<file path="config.mk">
export PLATFORM = sky130hd
export DESIGN_NAME = muldiv_unit
export DESIGN_NICKNAME = d
export VERILOG_FILES = /design/src/design/muldiv_data_pkg.sv /design/src/design/muldiv_ops_pkg.sv /design/src/design/mul_pipe.sv /design/src/design/div_iter.sv /design/src/design/hilo_commit.sv /design/src/design/muldiv_unit.sv
export SDC_FILE = /design/constraint.sdc
export NUM_CORES = 2
export LEC_CHECK = 0
export ABC_AREA = 1
export BUFFER_PORTS_ARGS = -buffer_cell sky130_fd_sc_hd__buf_4
export CORE_MARGIN = 1
export CORE_UTILIZATION = 30
export DETAILED_ROUTE_END_ITERATION = 16
export GPL_TIMING_DRIVEN = 0
export RECOVER_POWER = 100
export SETUP_SLACK_MARGIN = 0.15
export SLEW_MARGIN = 20
export SYNTH_ARGS = -nofsm -noshare
export SYNTH_HDL_FRONTEND = slang
export SYNTH_SLANG_ARGS = --single-unit
export TNS_END_PERCENT = 10
</file>
<file path="constraint.sdc">
create_clock -name clk -period 9.1 [get_ports clk]
set_clock_uncertainty 0.15 [all_clocks]
set_input_delay 1.82 -clock clk [delete_from_list [all_inputs] [get_ports clk]]
set_output_delay 1.82 -clock clk [all_outputs]
set_load 0.02 [all_outputs]
</file>
<file path="src/design/muldiv_data_pkg.sv">
package muldiv_data_pkg;

	// MIPS machine word
	localparam int WORD_W = 32;

	// operand, HI or LO value
	typedef logic [WORD_W-1:0] word_t;

	// product, or remainder:quotient
	// upper half always lands in HI
	typedef logic [2*WORD_W-1:0] dword_t;

	// accept edge to commit edge of a divide
	// one load, 32 shift-subtract steps, one sign fix
	localparam int DIV_CYCLES = 34;

	// multiplier latency in edges
	localparam int MUL_STAGES = 2;

endpackage

</file>
<file path="src/design/muldiv_ops_pkg.sv">
package muldiv_ops_pkg;

	// requested HI/LO operation
	typedef enum logic [2:0] {
		MD_NONE  = 3'd0,
		MD_MULT  = 3'd1,
		MD_MULTU = 3'd2,
		MD_DIV   = 3'd3,
		MD_DIVU  = 3'd4
	} md_op_t;

	// iterative divider states
	typedef enum logic [1:0] {
		DIV_IDLE = 2'd0,
		DIV_RUN  = 2'd1,
		DIV_FIX  = 2'd2
	} div_state_t;

endpackage

</file>
<file path="src/design/mul_pipe.sv">
`timescale 1ns/1ps

module mul_pipe import muldiv_data_pkg::*, muldiv_ops_pkg::*; (
	input  logic   clk,
	input  logic   reset_i,
	input  logic   op_valid_i,
	input  md_op_t op_i,
	input  word_t  src_a_i,
	input  word_t  src_b_i,
	input  logic   busy_i,
	output logic   mul_valid_o,
	output dword_t mul_result_o
);

	logic               mul_start;
	logic               op_signed;
	logic signed [32:0] a_ext;
	logic signed [32:0] b_ext;
	logic signed [32:0] a_q;
	logic signed [32:0] b_q;
	logic               s1_valid_q;
	logic signed [65:0] prod_full;
	dword_t             prod_q;
	logic               s2_valid_q;

	// only multiplies, and never while the divider holds the unit
	assign mul_start = op_valid_i && !busy_i && (op_i == MD_MULT || op_i == MD_MULTU);
	assign op_signed = (op_i == MD_MULT);

	// a 33rd bit makes MULT and MULTU the same signed multiply
	assign a_ext = $signed({op_signed & src_a_i[31], src_a_i});
	assign b_ext = $signed({op_signed & src_b_i[31], src_b_i});

	// stage one, extended operands
	always_ff @(posedge clk) begin
		if (mul_start) begin
			a_q <= a_ext;
			b_q <= b_ext;
		end
	end

	assign prod_full = a_q * b_q;

	// stage two, the product itself
	always_ff @(posedge clk) begin
		if (s1_valid_q) begin
			prod_q <= prod_full[63:0];
		end
	end

	// valid bits follow the data down the pipe
	always_ff @(posedge clk) begin
		if (reset_i) begin
			s1_valid_q <= 1'b0;
			s2_valid_q <= 1'b0;
		end else begin
			s1_valid_q <= mul_start;
			s2_valid_q <= s1_valid_q;
		end
	end

	assign mul_valid_o  = s2_valid_q;
	assign mul_result_o = prod_q;

endmodule

</file>
<file path="src/design/div_iter.sv">
`timescale 1ns/1ps

module div_iter import muldiv_data_pkg::*, muldiv_ops_pkg::*; (
	input  logic   clk,
	input  logic   reset_i,
	input  logic   op_valid_i,
	input  md_op_t op_i,
	input  word_t  src_a_i,
	input  word_t  src_b_i,
	output logic   busy_o,
	output logic   div_valid_o,
	output dword_t div_result_o
);

	// load and sign fix take one edge each
	localparam int ITERS = DIV_CYCLES - 2;
	localparam logic [4:0] LAST_STEP = 5'(ITERS - 1);

	div_state_t  state_q;
	logic [4:0]  step_q;
	logic        is_div_op;
	logic        op_signed;
	logic        div_start;
	word_t       a_mag;
	word_t       b_mag;
	word_t       divisor_q;
	word_t       quo_q;
	word_t       rem_q;
	logic        neg_quo_q;
	logic        neg_rem_q;
	logic [32:0] trial;
	word_t       quo_fix;
	word_t       rem_fix;
	dword_t      result_q;
	logic        valid_q;

	assign is_div_op = (op_i == MD_DIV || op_i == MD_DIVU);
	assign op_signed = (op_i == MD_DIV);

	// busy covers the whole run, the fix edge and the cycle the result waits for commit
	assign busy_o    = (state_q != DIV_IDLE) || valid_q;
	assign div_start = op_valid_i && is_div_op && !busy_o;

	// unsigned magnitudes, 0x80000000 stays as it is
	assign a_mag = (op_signed && src_a_i[31]) ? word_t'(-src_a_i) : src_a_i;
	assign b_mag = (op_signed && src_b_i[31]) ? word_t'(-src_b_i) : src_b_i;

	// shift in the next dividend bit and try the subtract
	// bit 32 set means the partial remainder was too small
	assign trial = {rem_q, quo_q[31]} - {1'b0, divisor_q};

	// quotient sign from both operands, remainder follows the dividend
	assign quo_fix = neg_quo_q ? word_t'(-quo_q) : quo_q;
	assign rem_fix = neg_rem_q ? word_t'(-rem_q) : rem_q;

	always_ff @(posedge clk) begin
		if (reset_i) begin
			state_q <= DIV_IDLE;
			step_q  <= '0;
			valid_q <= 1'b0;
		end else begin
			valid_q <= 1'b0;
			case (state_q)
				DIV_IDLE: begin
					if (div_start) begin
						state_q <= DIV_RUN;
						step_q  <= '0;
					end
				end
				DIV_RUN: begin
					step_q <= step_q + 5'd1;
					if (step_q == LAST_STEP) begin
						state_q <= DIV_FIX;
					end
				end
				DIV_FIX: begin
					valid_q <= 1'b1;
					state_q <= DIV_IDLE;
				end
				default: state_q <= DIV_IDLE;
			endcase
		end
	end

	// datapath, quotient builds up in the dividend's place
	// a zero divisor always "fits", so the quotient ends all ones
	// and the remainder ends as the dividend magnitude
	always_ff @(posedge clk) begin
		case (state_q)
			DIV_IDLE: begin
				if (div_start) begin
					divisor_q <= b_mag;
					quo_q     <= a_mag;
					rem_q     <= '0;
					neg_quo_q <= op_signed && (src_a_i[31] ^ src_b_i[31]);
					neg_rem_q <= op_signed && src_a_i[31];
				end
			end
			DIV_RUN: begin
				if (!trial[32]) begin
					rem_q <= trial[31:0];
					quo_q <= {quo_q[30:0], 1'b1};
				end else begin
					rem_q <= {rem_q[30:0], quo_q[31]};
					quo_q <= {quo_q[30:0], 1'b0};
				end
			end
			DIV_FIX: begin
				// remainder to HI, quotient to LO
				result_q <= {rem_fix, quo_fix};
			end
			default: begin
				result_q <= result_q;
			end
		endcase
	end

	assign div_valid_o  = valid_q;
	assign div_result_o = result_q;

	// a divide offered while busy must not restart the iteration
	a_no_accept_busy: assert property (@(posedge clk) disable iff (reset_i)
		(op_valid_i && is_div_op && busy_o) |=> !(state_q == DIV_RUN && step_q == '0));

	// busy holds for the full divide, then drops
	a_busy_length: assert property (@(posedge clk) disable iff (reset_i)
		div_start |=> busy_o [*DIV_CYCLES] ##1 !busy_o);

endmodule

</file>
<file path="src/design/hilo_commit.sv">
`timescale 1ns/1ps

module hilo_commit import muldiv_data_pkg::*; (
	input  logic   clk,
	input  logic   reset_i,
	input  logic   mul_valid_i,
	input  dword_t mul_result_i,
	input  logic   div_valid_i,
	input  dword_t div_result_i,
	output word_t  hi_o,
	output word_t  lo_o,
	output logic   done_o
);

	word_t hi_q;
	word_t lo_q;
	logic  done_q;

	// HI/LO pair, visible to the outside at all times
	always_ff @(posedge clk) begin
		if (reset_i) begin
			hi_q <= '0;
			lo_q <= '0;
		end else if (mul_valid_i) begin
			hi_q <= mul_result_i[63:32];
			lo_q <= mul_result_i[31:0];
		end else if (div_valid_i) begin
			hi_q <= div_result_i[63:32];
			lo_q <= div_result_i[31:0];
		end
	end

	// one pulse per commit
	always_ff @(posedge clk) begin
		if (reset_i) begin
			done_q <= 1'b0;
		end else begin
			done_q <= mul_valid_i | div_valid_i;
		end
	end

	assign hi_o   = hi_q;
	assign lo_o   = lo_q;
	assign done_o = done_q;

	// issue rules at the top keep the two sources apart
	a_one_source: assert property (@(posedge clk) disable iff (reset_i)
		!(mul_valid_i && div_valid_i));

endmodule

</file>
<file path="src/design/muldiv_unit.sv">
`timescale 1ns/1ps

module muldiv_unit import muldiv_data_pkg::*, muldiv_ops_pkg::*; (
	input  logic   clk,
	input  logic   reset_i,
	input  logic   op_valid_i,
	input  md_op_t op_i,
	input  word_t  src_a_i,
	input  word_t  src_b_i,
	output logic   busy_o,
	output logic   done_o,
	output word_t  hi_o,
	output word_t  lo_o
);

	logic   div_busy;
	logic   mul_valid;
	dword_t mul_result;
	logic   div_valid;
	dword_t div_result;

	// divider busy also holds off new multiplies
	assign busy_o = div_busy;

	// two-stage multiplier
	mul_pipe mul_pipe_inst (
		.clk          (clk),
		.reset_i      (reset_i),
		.op_valid_i   (op_valid_i),
		.op_i         (op_i),
		.src_a_i      (src_a_i),
		.src_b_i      (src_b_i),
		.busy_i       (div_busy),
		.mul_valid_o  (mul_valid),
		.mul_result_o (mul_result)
	);

	// iterative divider, owns the busy stall
	div_iter div_iter_inst (
		.clk          (clk),
		.reset_i      (reset_i),
		.op_valid_i   (op_valid_i),
		.op_i         (op_i),
		.src_a_i      (src_a_i),
		.src_b_i      (src_b_i),
		.busy_o       (div_busy),
		.div_valid_o  (div_valid),
		.div_result_o (div_result)
	);

	// HI/LO registers and done pulse
	hilo_commit hilo_commit_inst (
		.clk          (clk),
		.reset_i      (reset_i),
		.mul_valid_i  (mul_valid),
		.mul_result_i (mul_result),
		.div_valid_i  (div_valid),
		.div_result_i (div_result),
		.hi_o         (hi_o),
		.lo_o         (lo_o),
		.done_o       (done_o)
	);

endmodule

</file>
# Yosys cells after proc, flatten, opt, wreduce, memory -nomap -nowiden
# Cells that the tools add are included.
[op_classes]
addsub = 6
multipliers = 1
n_eq_ne = 9
mux = 20
bitwise = 4
reduce_logical = 18
[op_table]
columns = ["op", "n"]
rows = [
  ["$mux 32", 11],
  ["$neg 32->32", 4],
  ["$pmux 32 s2", 2],
  ["$mul 33x33->64", 1],
  ["$sub 33x32->33", 1],
  ["$pmux 5 s2", 1],
  ["$logic_and 1x1->1", 7],
  ["$eq 3x2->1 const B", 2],
  ["$reduce_and 2->1", 3],
  ["$reduce_bool 2->1", 3],
  ["$add 5x1->5 const B", 1],
  ["$eq 5x5->1 const B", 1],
  ["$mux 5", 1],
  ["$mux 2", 2],
  ["$ne 2x1->1 const B", 2],
  ["$pmux 2 s2", 1],
  ["$eq 3x1->1 const B", 1],
  ["$eq 3x3->1 const B", 1],
  ["$logic_or 1x1->1", 3],
  ["$and 1x1->1", 2],
  ["$eq 2x1->1 const B", 1],
  ["$eq 2x2->1 const B", 1],
  ["$logic_not 2->1", 1],
  ["$mux 1", 2],
  ["3 further kinds", 3],
]
[word_totals]
register_bits = 367
in_bits = 70
out_inout_bits = 66
elab_cells = 75

# Logic depth before layout (Yosys ltp)
[logic_depth]
word_depth = 6
ltp_mapped = 33
depth_no_buf = 31

# Cells and area by module
# A second synthesis with hierarchy kept.
[unflattened]
hier_cells = 7469
area_unflattened_um2 = 59706.0
[modules_own_cells]
columns = ["module", "n_inst", "cells_each", "area_each_um2", "seq_area_each_um2"]
rows = [
  ["mul_pipe", 1, 5332, 44418.9, 3943.8],
  ["div_iter", 1, 1651, 12179.2, 5024.8],
  ["hilo_commit", 1, 486, 3108.0, 1301.2],
]

# Worst setup path before layout
# OpenSTA, ideal clock, no wires.
[synth_timing]
kind = "reg2reg"
from = "register mul_pipe_inst.b_q[1]"
to = "register mul_pipe_inst.prod_q[54] (netlist: mul_pipe_inst.mul_result_o[54]) (data pin)"
setup_time_ns = 0.253
arrival_ns = 7.149
required_time_ns = 8.697
path_slack_ns = 1.548
path_stages_with_launch = 27
path_buffers = 2
period_less_slack_ns = 7.552
cell_sequence = "edfxtp_1 -> clkbuf_1 -> clkbuf_1 -> nand2_1 -> inv_1 -> fa_1 -> fa_1 -> fa_1 -> inv_1 -> fa_1 -> inv_1 -> fa_1 -> fa_1 -> fa_1 -> inv_1 -> fa_1 -> inv_1 -> ha_1 -> nand2_1 -> nor2_1 -> inv_1 -> nor2_1 -> nand2_1 -> nor4_1 -> nand2_1 -> nand4_1 -> nand2_1"
[synth_between]
elab_chain_len = 1
[synth_lines]
columns = ["element", "line", "text"]
rows = [
  ["from (decl)", "mul_pipe.sv:20", "logic signed [32:0] b_q;"],
  ["from (signal assigned)", "mul_pipe.sv:38", "b_q <= b_ext;"],
  ["$mul 33x33->64", "mul_pipe.sv:42", "assign prod_full = a_q * b_q;"],
  ["via mul_pipe_inst.prod_full[54]", "mul_pipe.sv:22", "logic signed [65:0] prod_full;"],
  ["to (signal assigned)", "mul_pipe.sv:47", "prod_q <= prod_full[63:0];"],
  ["to (decl)", "mul_pipe.sv:23", "dword_t prod_q;"],
]
# The timed path passes the listed nets, and every way through them passes these cells.
# A chain may end at the register's enable or synchronous reset.

# Final worst setup path
[layout_timing]
from = "register mul_pipe_inst.a_q[22]"
to = "register mul_pipe_inst.prod_q[34] (netlist: mul_pipe_inst.mul_result_o[34]) (data pin)"
[layout_between]
elab_chain_len = 1
[layout_lines]
columns = ["element", "line", "text"]
rows = [
  ["from (decl)", "mul_pipe.sv:19", "logic signed [32:0] a_q;"],
  ["from (signal assigned)", "mul_pipe.sv:37", "a_q <= a_ext;"],
  ["$mul 33x33->64", "mul_pipe.sv:42", ""],
  ["via mul_pipe_inst.prod_full[34]", "mul_pipe.sv:22", ""],
]
# The timed path passes the listed nets, and every way through them passes these cells.

==> results.json <==
{
  "synthToLayoutAreaGrowth_pct": 8.974,
  "finalHoldViolCount": 0,
  "fp.dieArea_sq_um": 201400,
  "synthTopCellsByCount": "2,099 x sky130_fd_sc_hd__inv_1, 2,046 x sky130_fd_sc_hd__nand2_1, 1,126 x sky130_fd_sc_hd__fa_1",
  "maxSlewHeadroom_pct": -109.0,
  "run_status": "complete, but fails checks",
  "max_cap_violations": 5,
  "hpwl_reported_at_the_end_of_detailed_placement_microns": 221700,
  "ys_top_cells_by_area": "sky130_fd_sc_hd__fa_1 38%, sky130_fd_sc_hd__edfxtp_1 15%, sky130_fd_sc_hd__inv_1 13%, sky130_fd_sc_hd__nand2_1 13%, sky130_fd_sc_hd__ha_1 5.2%",
  "dominantRegCellSynth": "sky130_fd_sc_hd__edfxtp_1",
  "grt_max_degree": 55,
  "violations": "capacitance limit, slew limit",
  "synthesis_stage_register_bit_count": 367,
  "final_net_count": 9190,
  "grt_pass1_wl_microns": 370200,
  "type_of_the_tightest_min_delay_check": "reg2reg",
  "drtPass1Iterations": 5,
  "cts_tree": "yes",
  "grt_setup_unrepaired": "yes",
  "synth_enable_flop_cells": 292,
  "gate_count_after_technology_mapping": 7552,
  "insertion_delay_ps": 550,
  "design.core.area_sq_um": 197800,
  "total_routed_length_microns": 261900,
  "yosys_warnings": 0,
  "syn-mean-instance-area_sq_um": 7.928,
  "drc": 0,
  "setup_viol": 0,
  "final.min_clock_period_ps": 8885,
  "worstSetupStartpointType": "flop",
  "clock.fmax_mhz": 112.5,
  "netlist.top_cell.by_area": "sky130_fd_sc_hd__fa_1",
  "synth.top_cell.area_share_pct": 37.65,
  "measured_slew_at_the_worst_slew_check_pin_ps": 3135,
  "clk_pin_slew_worst_paths_ps": 70,
  "tritoncts_num_sinks": 367,
  "syn_area_sq_um": 59870,
  "antenna_violations_before_repair": 13,
  "design.portCount": 136,
  "via_per_inst": 4.831,
  "place.gp.congestion": 1.025,
  "gr-usage-all-layers_pct": 25.76,
  "synthDistinctLibCells": 46,
  "route.antenna.remaining_nets": 0,
  "fp-row-count": 163,
  "crit_start": "mul_pipe_inst.a_q[22]",
  "detail_route.iter0.violations": 5165,
  "worstPathArrival_ps": 9040,
  "hold-worst-slack_ps": 318.7,
  "max_slew_violation_count": 182,
  "worst_path_maximum_fanout": 10,
  "asyncSetResetFlopFracSynth_pct": 0,
  "floorplan.initialDensity_pct": 30.27,
  "crit_path_class": "reg2reg",
  "cts_made_buffers": 37,
  "endpoint_kind": "flop",
  "required_arrival_time_at_the_worst_endpoint_ps": 9250,
  "place.port_buffers": 135,
  "seq_area_frac_synth_pct": 17.15,
  "synthesis.nets": 8998,
  "max-clock-path-buffers": 3,
  "grt.overflow.total": 0,
  "worstReg2RegStart": "mul_pipe_inst.a_q[22]",
  "number_of_vias_after_detailed_routing": 50330,
  "routedWlPerCell_microns": 25.14,
  "fill_cells": 21350,
  "synth.most_common_cell": "sky130_fd_sc_hd__inv_1",
  "hold_path_startpoint": "div_iter_inst.state_q[0]",
  "proportion_of_layout_cells_with_a_drive_suffix_above_1_pct": 3.384,
  "die-height_microns": 448.7,
  "die_x_microns": 448.7,
  "ctsHtreeMaxLevel": 2,
  "finalCritPeriodShare_pct": 97.64,
  "clock_tree_root_driver_cell": "sky130_fd_sc_hd__clkbuf_16",
  "number_of_global_route_vias_before_repair": 50830
}
-- layout make-up --
type | count | area [sq um] | share of cell area (%)
multi-input cells | 4747 | 40410 | 61.94
plain buffers | 321 | 1420 | 2.177
repair buffers | 158 | 680.7 | 1.043
diodes | 5 | 12.51 | 0.01918
clock buffers | 57 | 1084 | 1.661
clock inverters | 11 | 125.1 | 0.1918
flip-flops and latches | 367 | 10270 | 15.74
well taps | 2640 | 3303 | 5.063
inverters | 2112 | 7940 | 12.17
-- cell usage in the layout, fill, tap and decap left out, drive strengths merged, types with 3 or more instances in the layout --
cell type	netlist	final
edfxtp	292	292
o21ai	122	122
nand3b	10	10
o21bai	20	20
xor2	125	125
inv	2111	2110
fa	1126	1126
nor3	50	50
a31oi	7	7
nand2	2060	2060
a21o	5	5
buf	16	26
dfxtp	75	75
clkinvlp	0	6
xnor2	32	32
nor2	410	410
nand3	323	323
nand4	52	52
a21oi	119	119
a21boi	4	4
clkinv	1	5
o31ai	3	3
diode	0	5
clkbuf	310	508
ha	250	250
or2	12	12
nor4	8	8
-- per-layer routing --
metal / vias to the layer above / GRT usage [%] / part of all wire (%)
met5: - / 0 / 0.0042
met3: 502 / 3.560 / 7.7
met1: 25380 / 35.42 / 42
met2: 2312 / 39.80 / 44
li1: 22140 / - / -
met4: 2 / 12.46 / 6.1
-- path summary, 6_finish.rpt --
check                                                       to  slack [ps]  depth (start not counted)
worst max register to register  mul_pipe_inst.mul_result_o[34]         210                         24
worst min register to register       div_iter_inst.div_valid_o         320                          1
worst min-delay path                 div_iter_inst.div_valid_o         320                          1
worst max-delay path            mul_pipe_inst.mul_result_o[34]         210                         24
-- through the flow --
step	util (%)	setup slack [ps]	area (sq um)	setup TNS [ps]	instances
2_1_floorplan	-	1548	59870	0	7552
3_3_place_gp	32.45	-1537	64190	-36350	10330
3_5_place_dp	32.57	-1327	64430	-16480	10340
4_1_cts	33.27	146.1	65820	0	10420
5_1_grt	32.98	105.4	65240	0	10420
6_report	32.98	214.7	65250	0	10420
-- flip-flops by register name, summed over array words and instances (netlist names), 2 cells and up --
signal,count
div_iter_inst.div_result_o,64
mul_pipe_inst.mul_result_o,64
mul_pipe_inst.a_q,33
mul_pipe_inst.b_q,33
div_iter_inst.divisor_q,32
div_iter_inst.quo_q,32
div_iter_inst.rem_q,32
hilo_commit_inst.hi_o,32
hilo_commit_inst.lo_o,32
div_iter_inst.step_q,5
div_iter_inst.state_q,2
-- repair_timing --
item / 4_1_cts / 5_1_grt
setup endpoints to repair: 29 / 30
buffers inserted: 8 / 2
hold buffers: 0 / 0
gates resized for setup: 70 / 186
pin swaps: 2 / 0
gates cloned: 0 / 0
endpoints found under the hold margin: 0 / 0
-- worst max-delay path: stages (launching register included) --
cell and delay, ps:
sky130_fd_sc_hd__edfxtp_1 440, sky130_fd_sc_hd__clkbuf_1 450, sky130_fd_sc_hd__clkbuf_1 780, sky130_fd_sc_hd__nand2_1 180
sky130_fd_sc_hd__fa_1 640, sky130_fd_sc_hd__fa_1 520, sky130_fd_sc_hd__inv_1 70, sky130_fd_sc_hd__fa_1 510
sky130_fd_sc_hd__inv_1 60, sky130_fd_sc_hd__fa_1 520, sky130_fd_sc_hd__inv_1 50, sky130_fd_sc_hd__fa_1 500
sky130_fd_sc_hd__fa_1 510, sky130_fd_sc_hd__fa_1 490, sky130_fd_sc_hd__inv_1 50, sky130_fd_sc_hd__fa_1 530
sky130_fd_sc_hd__inv_1 60, sky130_fd_sc_hd__ha_1 360, sky130_fd_sc_hd__a21oi_1 220, sky130_fd_sc_hd__o21ai_0 190
sky130_fd_sc_hd__a21oi_1 370, sky130_fd_sc_hd__nand3_1 380, sky130_fd_sc_hd__nand2_1 140, sky130_fd_sc_hd__nand2_1 70
sky130_fd_sc_hd__xor2_1 380
-- logic make-up after synthesis --
family | after synthesis | share of synthesized area, %
compound gates | 285 | 2.604
xor+xnor | 157 | 2.297
fa+ha+maj | 1376 | 42.87
buf+inv | 2438 | 15.36
flops | 367 | 17.15
simple gates | 2929 | 19.71
Power is not shown: default switching activity piles up to over one toggle a cycle in this logic, so the estimate is an artifact.
